`src/source/sink_defs.svh`:
```
// Widths and depths shared by the memory write streamer
// Addresses are byte addresses; writes are always whole words
// SINK_DATA_W must be a multiple of 8 so that byte enables fit
// The address FIFO depth is only a default and can be overridden per instance

`ifndef SINK_DEFS_SVH
`define SINK_DEFS_SVH

// Payload width of one stream beat and one memory word
`define SINK_DATA_W 32

// Byte address width on the memory port
`define SINK_ADDR_W 32

// Width of the job word count and of the beat index
`define SINK_LEN_W 16

// Addresses generated ahead of the data beats
`define SINK_ADDR_FIFO_DEPTH 2

`endif

```
`src/source/sink_pkg.sv`:
```
// Types shared by the memory write streamer
// Widths come from sink_defs.svh
// The wen bit of mem_req_t is always low here, since the streamer only writes

`include "sink_defs.svh"

package sink_pkg;

  typedef logic [`SINK_DATA_W-1:0]   data_t;
  typedef logic [`SINK_ADDR_W-1:0]   addr_t;
  typedef logic [`SINK_DATA_W/8-1:0] strb_t;
  typedef logic [`SINK_LEN_W-1:0]    len_t;

  // Streamer control states
  typedef enum logic [1:0] {
    SINK_IDLE    = 2'd0,
    SINK_WORKING = 2'd1,
    SINK_DRAIN   = 2'd2
  } sink_state_e;

  // One beat on the incoming valid/ready stream
  typedef struct packed {
    data_t data;
    strb_t strb;
  } stream_beat_t;

  // Job description, sampled when start is seen in idle
  typedef struct packed {
    logic  start;
    addr_t base_addr;
    addr_t stride;
    len_t  length;
  } sink_ctrl_t;

  typedef struct packed {
    logic ready_start;
    logic done;
    logic addr_done;
  } sink_flags_t;

  // Write request on the req/gnt memory port
  typedef struct packed {
    addr_t addr;
    data_t data;
    strb_t be;
    logic  wen;
  } mem_req_t;

endpackage

```
`src/source/sink_addr_gen.sv`:
```
// One-dimensional address generator: base + i * stride for i = 0 .. length-1
// The job is latched when start_i is seen with enable_i high
// Low two address bits are forced to zero, so a stride that is not a word
// multiple still yields word-aligned addresses
// done_o stays high from the last accepted address until clear_i

`timescale 1ns/1ps

module sink_addr_gen (
  input  logic                 clk_i,
  input  logic                 rst_ni,
  input  logic                 clear_i,
  input  logic                 enable_i,
  input  logic                 start_i,
  input  sink_pkg::sink_ctrl_t ctrl_i,
  input  logic                 addr_ready_i,
  output logic                 addr_valid_o,
  output sink_pkg::addr_t      addr_o,
  output logic                 done_o
);

  import sink_pkg::*;

  addr_t addr_q;
  addr_t stride_q;
  len_t  len_q;
  len_t  idx_q;
  logic  active_q;
  logic  step;

  // An address is offered while the job still has indices left
  assign addr_valid_o = enable_i & active_q & (idx_q != len_q);
  assign step         = addr_valid_o & addr_ready_i;

  // Also true right away for a job of length zero
  assign done_o = active_q & (idx_q == len_q);

  assign addr_o = {addr_q[$bits(addr_t)-1:2], 2'b00};

  always_ff @(posedge clk_i or negedge rst_ni) begin
    if (!rst_ni) begin
      active_q <= 1'b0;
      idx_q    <= '0;
    end else if (clear_i) begin
      active_q <= 1'b0;
      idx_q    <= '0;
    end else if (enable_i) begin
      if (start_i) begin
        active_q <= 1'b1;
        idx_q    <= '0;
      end else if (step) begin
        idx_q <= idx_q + len_t'(1);
      end
    end
  end

  // Job parameters and the running address
  always_ff @(posedge clk_i) begin
    if (enable_i && start_i) begin
      addr_q   <= ctrl_i.base_addr;
      stride_q <= ctrl_i.stride;
      len_q    <= ctrl_i.length;
    end else if (step) begin
      addr_q <= addr_q + stride_q;
    end
  end

endmodule

```
`src/source/sink_addr_fifo.sv`:
```
// Circular address FIFO between the generator and the request stage
// A push is accepted when full if a pop happens in the same cycle
// pop_addr_o is only meaningful while pop_valid_o is high

`timescale 1ns/1ps

`include "sink_defs.svh"

module sink_addr_fifo #(
  parameter int unsigned DEPTH = `SINK_ADDR_FIFO_DEPTH
) (
  input  logic            clk_i,
  input  logic            rst_ni,
  input  logic            clear_i,
  input  logic            push_valid_i,
  input  sink_pkg::addr_t push_addr_i,
  output logic            push_ready_o,
  input  logic            pop_i,
  output logic            pop_valid_o,
  output sink_pkg::addr_t pop_addr_o
);

  import sink_pkg::*;

  localparam int unsigned PTR_W = (DEPTH > 1) ? $clog2(DEPTH) : 1;
  localparam int unsigned CNT_W = $clog2(DEPTH + 1);

  addr_t            mem_q [DEPTH];
  logic [PTR_W-1:0] wr_ptr_q;
  logic [PTR_W-1:0] rd_ptr_q;
  logic [CNT_W-1:0] cnt_q;
  logic             push;
  logic             pop;

  assign pop_valid_o  = (cnt_q != '0);
  assign pop_addr_o   = mem_q[rd_ptr_q];
  assign push_ready_o = (cnt_q != CNT_W'(DEPTH)) | pop_i;

  assign push = push_valid_i & push_ready_o;
  assign pop  = pop_i & pop_valid_o;

  always_ff @(posedge clk_i or negedge rst_ni) begin
    if (!rst_ni) begin
      wr_ptr_q <= '0;
      rd_ptr_q <= '0;
      cnt_q    <= '0;
    end else if (clear_i) begin
      wr_ptr_q <= '0;
      rd_ptr_q <= '0;
      cnt_q    <= '0;
    end else begin
      if (push) begin
        wr_ptr_q <= (wr_ptr_q == PTR_W'(DEPTH - 1)) ? '0 : wr_ptr_q + PTR_W'(1);
      end
      if (pop) begin
        rd_ptr_q <= (rd_ptr_q == PTR_W'(DEPTH - 1)) ? '0 : rd_ptr_q + PTR_W'(1);
      end
      // Simultaneous push and pop leaves the occupancy unchanged
      if (push && !pop) begin
        cnt_q <= cnt_q + CNT_W'(1);
      end else if (pop && !push) begin
        cnt_q <= cnt_q - CNT_W'(1);
      end
    end
  end

  always_ff @(posedge clk_i) begin
    if (push) begin
      mem_q[wr_ptr_q] <= push_addr_i;
    end
  end

endmodule

```
`src/source/sink_ctrl_fsm.sv`:
```
// Job sequencing for the streamer: IDLE -> WORKING -> DRAIN -> IDLE
// A start seen outside IDLE is ignored
// busy_o is high only while a job runs and enable_i is high
// done_o is a registered single-cycle pulse after the return to IDLE

`timescale 1ns/1ps

module sink_ctrl_fsm (
  input  logic clk_i,
  input  logic rst_ni,
  input  logic clear_i,
  input  logic enable_i,
  input  logic start_i,
  input  logic addr_done_i,
  input  logic len_reached_i,
  output logic gen_start_o,
  output logic gen_enable_o,
  output logic gen_clear_o,
  output logic cnt_clear_o,
  output logic busy_o,
  output logic ready_start_o,
  output logic done_o
);

  import sink_pkg::*;

  sink_state_e state_q;
  sink_state_e state_d;
  logic        end_of_job;
  logic        done_q;

  always_comb begin
    state_d    = state_q;
    end_of_job = 1'b0;
    case (state_q)
      SINK_IDLE: begin
        if (start_i) begin
          state_d = SINK_WORKING;
        end
      end
      SINK_WORKING: begin
        if (addr_done_i) begin
          state_d = SINK_DRAIN;
        end
      end
      SINK_DRAIN: begin
        // Every address has been paired with a beat
        if (len_reached_i) begin
          state_d    = SINK_IDLE;
          end_of_job = enable_i;
        end
      end
      default: state_d = SINK_IDLE;
    endcase
  end

  always_ff @(posedge clk_i or negedge rst_ni) begin
    if (!rst_ni) begin
      state_q <= SINK_IDLE;
      done_q  <= 1'b0;
    end else begin
      done_q <= end_of_job & ~clear_i;
      if (clear_i) begin
        state_q <= SINK_IDLE;
      end else if (enable_i) begin
        state_q <= state_d;
      end
    end
  end

  assign gen_start_o  = enable_i & (state_q == SINK_IDLE) & start_i;
  assign gen_enable_o = enable_i & ((state_q != SINK_IDLE) | start_i);

  // Generator and counter are reset together when the job ends
  assign gen_clear_o = clear_i | end_of_job;
  // Counter also clears on start, which latches the new length
  assign cnt_clear_o = clear_i | end_of_job | gen_start_o;

  assign busy_o        = enable_i & (state_q != SINK_IDLE);
  assign ready_start_o = (state_q == SINK_IDLE);
  assign done_o        = done_q;

endmodule

```
`src/source/sink_xfer_counter.sv`:
```
// Counts accepted beats of the current job
// length_i is latched on clear_i, so clear must be given when the job starts

`timescale 1ns/1ps

module sink_xfer_counter (
  input  logic           clk_i,
  input  logic           rst_ni,
  input  logic           clear_i,
  input  logic           enable_i,
  input  logic           inc_i,
  input  sink_pkg::len_t length_i,
  output sink_pkg::len_t count_o,
  output logic           len_reached_o
);

  import sink_pkg::*;

  len_t count_q;
  len_t len_q;

  always_ff @(posedge clk_i or negedge rst_ni) begin
    if (!rst_ni) begin
      count_q <= '0;
      len_q   <= '0;
    end else if (clear_i) begin
      count_q <= '0;
      len_q   <= length_i;
    end else if (enable_i && inc_i) begin
      count_q <= count_q + len_t'(1);
    end
  end

  assign count_o       = count_q;
  assign len_reached_o = (count_q == len_q);

endmodule

```
`src/source/sink_req_stage.sv`:
```
// One-entry write request register toward the req/gnt memory port
// A request stays stable until the grant; a new beat may load in the
// granting cycle, so back-to-back writes need no idle cycle
// clear_i drops a pending request without waiting for its grant

`timescale 1ns/1ps

module sink_req_stage (
  input  logic                   clk_i,
  input  logic                   rst_ni,
  input  logic                   clear_i,
  input  logic                   active_i,
  input  logic                   stream_valid_i,
  input  sink_pkg::stream_beat_t stream_beat_i,
  input  logic                   addr_valid_i,
  input  sink_pkg::addr_t        addr_i,
  input  logic                   mem_gnt_i,
  output logic                   accept_o,
  output logic                   mem_req_o,
  output sink_pkg::mem_req_t     mem_req_data_o
);

  import sink_pkg::*;

  logic     full_q;
  mem_req_t req_q;

  // Single transfer condition for stream ready, FIFO pop and beat count
  assign accept_o = active_i & stream_valid_i & addr_valid_i & (~full_q | mem_gnt_i);

  always_ff @(posedge clk_i or negedge rst_ni) begin
    if (!rst_ni) begin
      full_q <= 1'b0;
    end else if (clear_i) begin
      full_q <= 1'b0;
    end else if (accept_o) begin
      full_q <= 1'b1;
    end else if (mem_gnt_i) begin
      full_q <= 1'b0;
    end
  end

  always_ff @(posedge clk_i) begin
    if (accept_o) begin
      req_q.addr <= addr_i;
      req_q.data <= stream_beat_i.data;
      req_q.be   <= stream_beat_i.strb;
      req_q.wen  <= 1'b0;
    end
  end

  assign mem_req_o      = full_q;
  assign mem_req_data_o = req_q;

endmodule

```
`src/source/sink_top.sv`:
```
// Memory write streamer: writes stream beats to base + i * stride
// ctrl_i is sampled when start is seen in idle; a start while busy is ignored
// The memory port has no response phase, a write ends at req and gnt
// The last write may still be pending when flags_o.done pulses

`timescale 1ns/1ps

`include "sink_defs.svh"

module sink_top (
  input  logic                   clk_i,
  input  logic                   rst_ni,
  input  logic                   clear_i,
  input  logic                   enable_i,
  input  logic                   stream_valid_i,
  input  sink_pkg::stream_beat_t stream_beat_i,
  output logic                   stream_ready_o,
  output logic                   mem_req_o,
  output sink_pkg::mem_req_t     mem_req_data_o,
  input  logic                   mem_gnt_i,
  input  sink_pkg::sink_ctrl_t   ctrl_i,
  output sink_pkg::sink_flags_t  flags_o
);

  import sink_pkg::*;

  logic  gen_start;
  logic  gen_enable;
  logic  gen_clear;
  logic  cnt_clear;
  logic  busy;
  logic  addr_done;
  logic  len_reached;
  logic  gen_addr_valid;
  addr_t gen_addr;
  logic  fifo_push_ready;
  logic  fifo_addr_valid;
  addr_t fifo_addr;
  logic  accept;

  sink_ctrl_fsm i_ctrl_fsm (
    .clk_i         ( clk_i               ),
    .rst_ni        ( rst_ni              ),
    .clear_i       ( clear_i             ),
    .enable_i      ( enable_i            ),
    .start_i       ( ctrl_i.start        ),
    .addr_done_i   ( addr_done           ),
    .len_reached_i ( len_reached         ),
    .gen_start_o   ( gen_start           ),
    .gen_enable_o  ( gen_enable          ),
    .gen_clear_o   ( gen_clear           ),
    .cnt_clear_o   ( cnt_clear           ),
    .busy_o        ( busy                ),
    .ready_start_o ( flags_o.ready_start ),
    .done_o        ( flags_o.done        )
  );

  sink_addr_gen i_addr_gen (
    .clk_i        ( clk_i           ),
    .rst_ni       ( rst_ni          ),
    .clear_i      ( gen_clear       ),
    .enable_i     ( gen_enable      ),
    .start_i      ( gen_start       ),
    .ctrl_i       ( ctrl_i          ),
    .addr_ready_i ( fifo_push_ready ),
    .addr_valid_o ( gen_addr_valid  ),
    .addr_o       ( gen_addr        ),
    .done_o       ( addr_done       )
  );

  assign flags_o.addr_done = addr_done;

  sink_addr_fifo #(
    .DEPTH ( `SINK_ADDR_FIFO_DEPTH )
  ) i_addr_fifo (
    .clk_i        ( clk_i           ),
    .rst_ni       ( rst_ni          ),
    .clear_i      ( clear_i         ),
    .push_valid_i ( gen_addr_valid  ),
    .push_addr_i  ( gen_addr        ),
    .push_ready_o ( fifo_push_ready ),
    .pop_i        ( accept          ),
    .pop_valid_o  ( fifo_addr_valid ),
    .pop_addr_o   ( fifo_addr       )
  );

  // Beat count itself is left open, only the length match is needed
  sink_xfer_counter i_xfer_counter (
    .clk_i         ( clk_i         ),
    .rst_ni        ( rst_ni        ),
    .clear_i       ( cnt_clear     ),
    .enable_i      ( enable_i      ),
    .inc_i         ( accept        ),
    .length_i      ( ctrl_i.length ),
    .count_o       (               ),
    .len_reached_o ( len_reached   )
  );

  sink_req_stage i_req_stage (
    .clk_i          ( clk_i           ),
    .rst_ni         ( rst_ni          ),
    .clear_i        ( clear_i         ),
    .active_i       ( busy            ),
    .stream_valid_i ( stream_valid_i  ),
    .stream_beat_i  ( stream_beat_i   ),
    .addr_valid_i   ( fifo_addr_valid ),
    .addr_i         ( fifo_addr       ),
    .mem_gnt_i      ( mem_gnt_i       ),
    .accept_o       ( accept          ),
    .mem_req_o      ( mem_req_o       ),
    .mem_req_data_o ( mem_req_data_o  )
  );

  assign stream_ready_o = accept;

endmodule

```
`config.mk`:
```
export PLATFORM = sky130hd
export DESIGN_NAME = sink_top
export DESIGN_NICKNAME = d
export VERILOG_FILES = /design/src/source/sink_pkg.sv /design/src/source/sink_addr_gen.sv /design/src/source/sink_addr_fifo.sv /design/src/source/sink_ctrl_fsm.sv /design/src/source/sink_xfer_counter.sv /design/src/source/sink_req_stage.sv /design/src/source/sink_top.sv
export VERILOG_INCLUDE_DIRS = /design/src /design/src/source
export SDC_FILE = /design/constraint.sdc
export NUM_CORES = 1
export LEC_CHECK = 0
export ABC_AREA = 1
export BUFFER_PORTS_ARGS = -buffer_cell sky130_fd_sc_hd__clkbuf_2
export CAP_MARGIN = 0
export CORE_MARGIN = 1.5
export CORE_UTILIZATION = 45
export CTS_BUF_LIST = sky130_fd_sc_hd__clkbuf_4 sky130_fd_sc_hd__clkbuf_8 sky130_fd_sc_hd__clkbuf_16
export DETAILED_ROUTE_END_ITERATION = 7
export GPL_TIMING_DRIVEN = 0
export PLACE_DENSITY_LB_ADDON = 0.08
export SYNTH_ARGS = -nofsm -noshare
export SYNTH_HDL_FRONTEND = slang
export SYNTH_SLANG_ARGS = --single-unit
```
`constraint.sdc`:
```
create_clock -name clk_i -period 9.5 [get_ports clk_i]
set_input_delay 0.95 -clock clk_i [delete_from_list [all_inputs] [get_ports clk_i]]
set_output_delay 0.95 -clock clk_i [all_outputs]
set_load 0.01 [all_outputs]
```
==> impl_metrics.tcl <==
set metrics [dict create \
    ys_dominant_reg_cell "edfxtp_1" \
    nNetsFinal 1811 \
    critPathSlowestCell "clkinv_2" \
    grt-ovfl-total 0 \
    avgSynthCellArea_um2 9.01 \
    syn_area_mm2 0.0129 \
    grt_pass1_vias 8942 \
    initial_core_util_pct 46.0 \
    grt_usage_pct 20.8 \
    finalHoldViolCount 0 \
    finalSetupTns_ps 0 \
    wl_per_cell_um 14.8 \
    final_max_slew_viol_count 0 \
    synth_cells 1426 \
    place_congestion 0.884 \
    hold-worst-slack_ps 480 \
    post-cts-setup-buffers 0 \
    worst_path_dominant_cell_family "buffers and inverters" \
    fillers 2590 \
    syn_to_final_growth_pct 18.9 \
    p_leak_nw 7.13 \
    clock_path_buffers 3 \
    cts_root_buf "clkbuf_16" \
    max_slew_margin_pct 44.1 \
    seqCellArea_mm2 0.00761 \
    power.density_mw_per_mm2 182 \
    postRouteAntennaNets 0 \
    drc 0 \
    dr.pass1.iters 4 \
    synth_adder_area_share_pct 3.37 \
    drv_cap 0 \
    setup_viol 0 \
    finClkSkew_ps 13.2 \
    cts_resized 0 \
    status "finished, final reports clean" \
    core-area_mm2 0.0279 \
    cts_tree "done" \
    htree_num_levels 1 \
    synth_simple_gate_area_share_pct 26.3 \
    synth_top_family_by_area "simple AND/OR/NAND/NOR gates" \
    numCtsBuffers 29 \
    crit_required_ps 8550 \
    period_minus_slack_ps 3810 \
    synthXorXnorAreaFrac_pct 2.25 \
    worstSetupPathType "flip-flop to output port" \
    ys_seq_area_share_pct 59.2 \
    port_buffers 192 \
    grt_pass1_wl_mm 47.3 \
    dieArea_mm2 0.0296 \
    worstPathMaxFanout 41 \
    tightest_slew_ps 839 \
    yosysWarnings 0 \
    end_kind "output port" \
    arrival_ps 2860 \
    period_share_pct 40.1 \
    ir_worst_vdd_uv 117 \
    drive_gt1_share_pct 16.7 \
    fmax_mhz 263 \
    hp-class "flip-flop to flip-flop" \
    drt_iter0_drc 652 \
    synth_enable_flop_cells 206 \
    crit_chain "nor2_1, nor2_2, nand3_2, clkinv_2, buf_12, clkbuf_2" \
    antenna_cells 0 \
    die_h_um 172 \
    vias 9852 \
    io_pins 197 \
    num_rows 61 \
    synthArstFlopShare_pct 21.7 \
    insertion_delay_ps 550 \
    rsz0062_at_grt "false" \
    synth_mux_area_share_pct 0 \
    via_per_inst 4.80 \
    cpPeakStageDelay_ps 650 \
    postCtsHoldBufs 0 \
    crit_buf_inv 3 \
    start_kind "flip-flop" \
    multi_input_area_mm2 0.00443 \
    grt_max_degree 58 \
    synth-compound-area-share_pct 2.35 \
    dp_hpwl_mm 22.7 \
    clk_pin_slew_ps 60 \
    antenna_found_initial 0 \
    synth.distinct_cells 37 \
    synth-seq-cells 263 \
    wl_mm 30.5 \
    die_w_um 172 \
    cts_num_sinks 263 \
]
[routing by layer]
layer	global-route usage (%)	vias to the layer above	share of wire (%)
li1	-	5022	-
met1	31.7	4522	50
met2	31.9	268	43
met3	2.82	40	6.0
met4	4.20	0	1.4
met5	0	-	0
[final cells by class]
cell class | instances | share of cell area (%)
flip-flops and latches | 263 | 49.8
multi-input cells | 956 | 29.0
repair buffers | 195 | 6.80
clock buffers | 34 | 5.00
inverters | 177 | 4.36
well taps | 378 | 3.10
plain buffers | 32 | 1.11
clock inverters | 17 | 0.803
[worst reg2reg max path: cells and delay by family (launching register included)]
kind | cells | cell delay (ps)
and+or+nand+nor | 9 | 1170
adders and majority gates | 2 | 730
DFF | 1 | 430
[flip-flops by register name (all words and copies together), names as in the netlist, 2 cells and up]
signal / cells
i_xfer_counter.count_o: 16
i_addr_gen.idx_q: 16
i_req_stage.mem_req_data_o: 66
i_xfer_counter.len_q: 16
i_ctrl_fsm.state_q: 2
i_addr_gen.stride_q: 32
i_addr_fifo.mem_q: 60
i_addr_fifo.cnt_q: 2
i_addr_gen.len_q: 16
i_addr_gen.addr_q: 32
[cell families (layout without fill, tap and decap cells)]
kind of cell,after synthesis,in the layout
AO/OA/AOI/OAI,58,58
XOR/XNOR,33,33
adder cells (fa/ha/maj),34,34
buffers and inverters,209,455
flip-flops,263,263
other,1,3
AND/OR/NAND/NOR,828,828
[cell usage in the layout, fill, tap and decap left out, drive strengths merged, types with 25 or more instances in the layout]
master  instances
a21oi          32
clkbuf        240
dfrtp          57
edfxtp        206
ha             33
inv           177
nand2         569
nand3          76
nor2          132
xor2           25
[Yosys cell counts, types with 3 or more instances]
| cell | instances | area [um2] |
|---|---|---|
| nand2_1 | 565 | 2120 |
| dfrtp_1 | 57 | 1430 |
| o21ai_0 | 22 | 110 |
| nand4_1 | 13 | 81.3 |
| clkbuf_1 | 14 | 52.6 |
| nor3_1 | 20 | 100 |
| xnor2_1 | 8 | 70.1 |
| nor3b_1 | 3 | 22.5 |
| edfxtp_1 | 206 | 6190 |
| xor2_1 | 25 | 219 |
| nand3_1 | 74 | 370 |
| nand3b_1 | 7 | 52.6 |
| inv_1 | 173 | 649 |
| buf_2 | 9 | 45.0 |
| a21oi_1 | 31 | 155 |
| buf_4 | 7 | 52.6 |
| ha_1 | 33 | 413 |
| nor2_1 | 129 | 484 |
| or2_2 | 5 | 31.3 |
[path summary, 6_finish.rpt]
check | from | to | slack [ps] | depth (start not counted)
max | i_ctrl_fsm.state_q[0] | stream_ready_o | 5690 | 6
min | i_addr_gen.addr_q[9] | i_addr_fifo.mem_q[1][7] | 480 | 0
max reg2reg | i_addr_gen.stride_q[0] | i_addr_gen.addr_q[12] | 6920 | 11
min reg2reg | i_addr_gen.addr_q[9] | i_addr_fifo.mem_q[1][7] | 480 | 0
max in group asynchronous | rst_ni | i_addr_gen.idx_q[11] | 8460 | 1
min in group asynchronous | rst_ni | i_xfer_counter.count_o[11] | 520 | 1
[power by group]
group / total (mW) / switching [mW] / internal, mW
registers: 1.35 / 0.0320 / 1.31
logic: 0.387 / 0.253 / 0.134
clock network: 1.04 / 0.443 / 0.599
[per-stage QoR]
step	cell area (um2)	setup WS (ps)	power, mW	util [%]	instances
6_report	15300	5690	2.78	54.7	2052
5_1_grt	15300	5460	2.91	54.7	2052
4_1_cts	15300	5660	2.80	54.7	2052
3_5_place_dp	14400	5890	1.75	51.5	2001
3_3_place_gp	14300	4340	1.75	51.2	1998
2_1_floorplan	12900	6000	1.62	-	1428
Power figures use the tool's default switching activity.
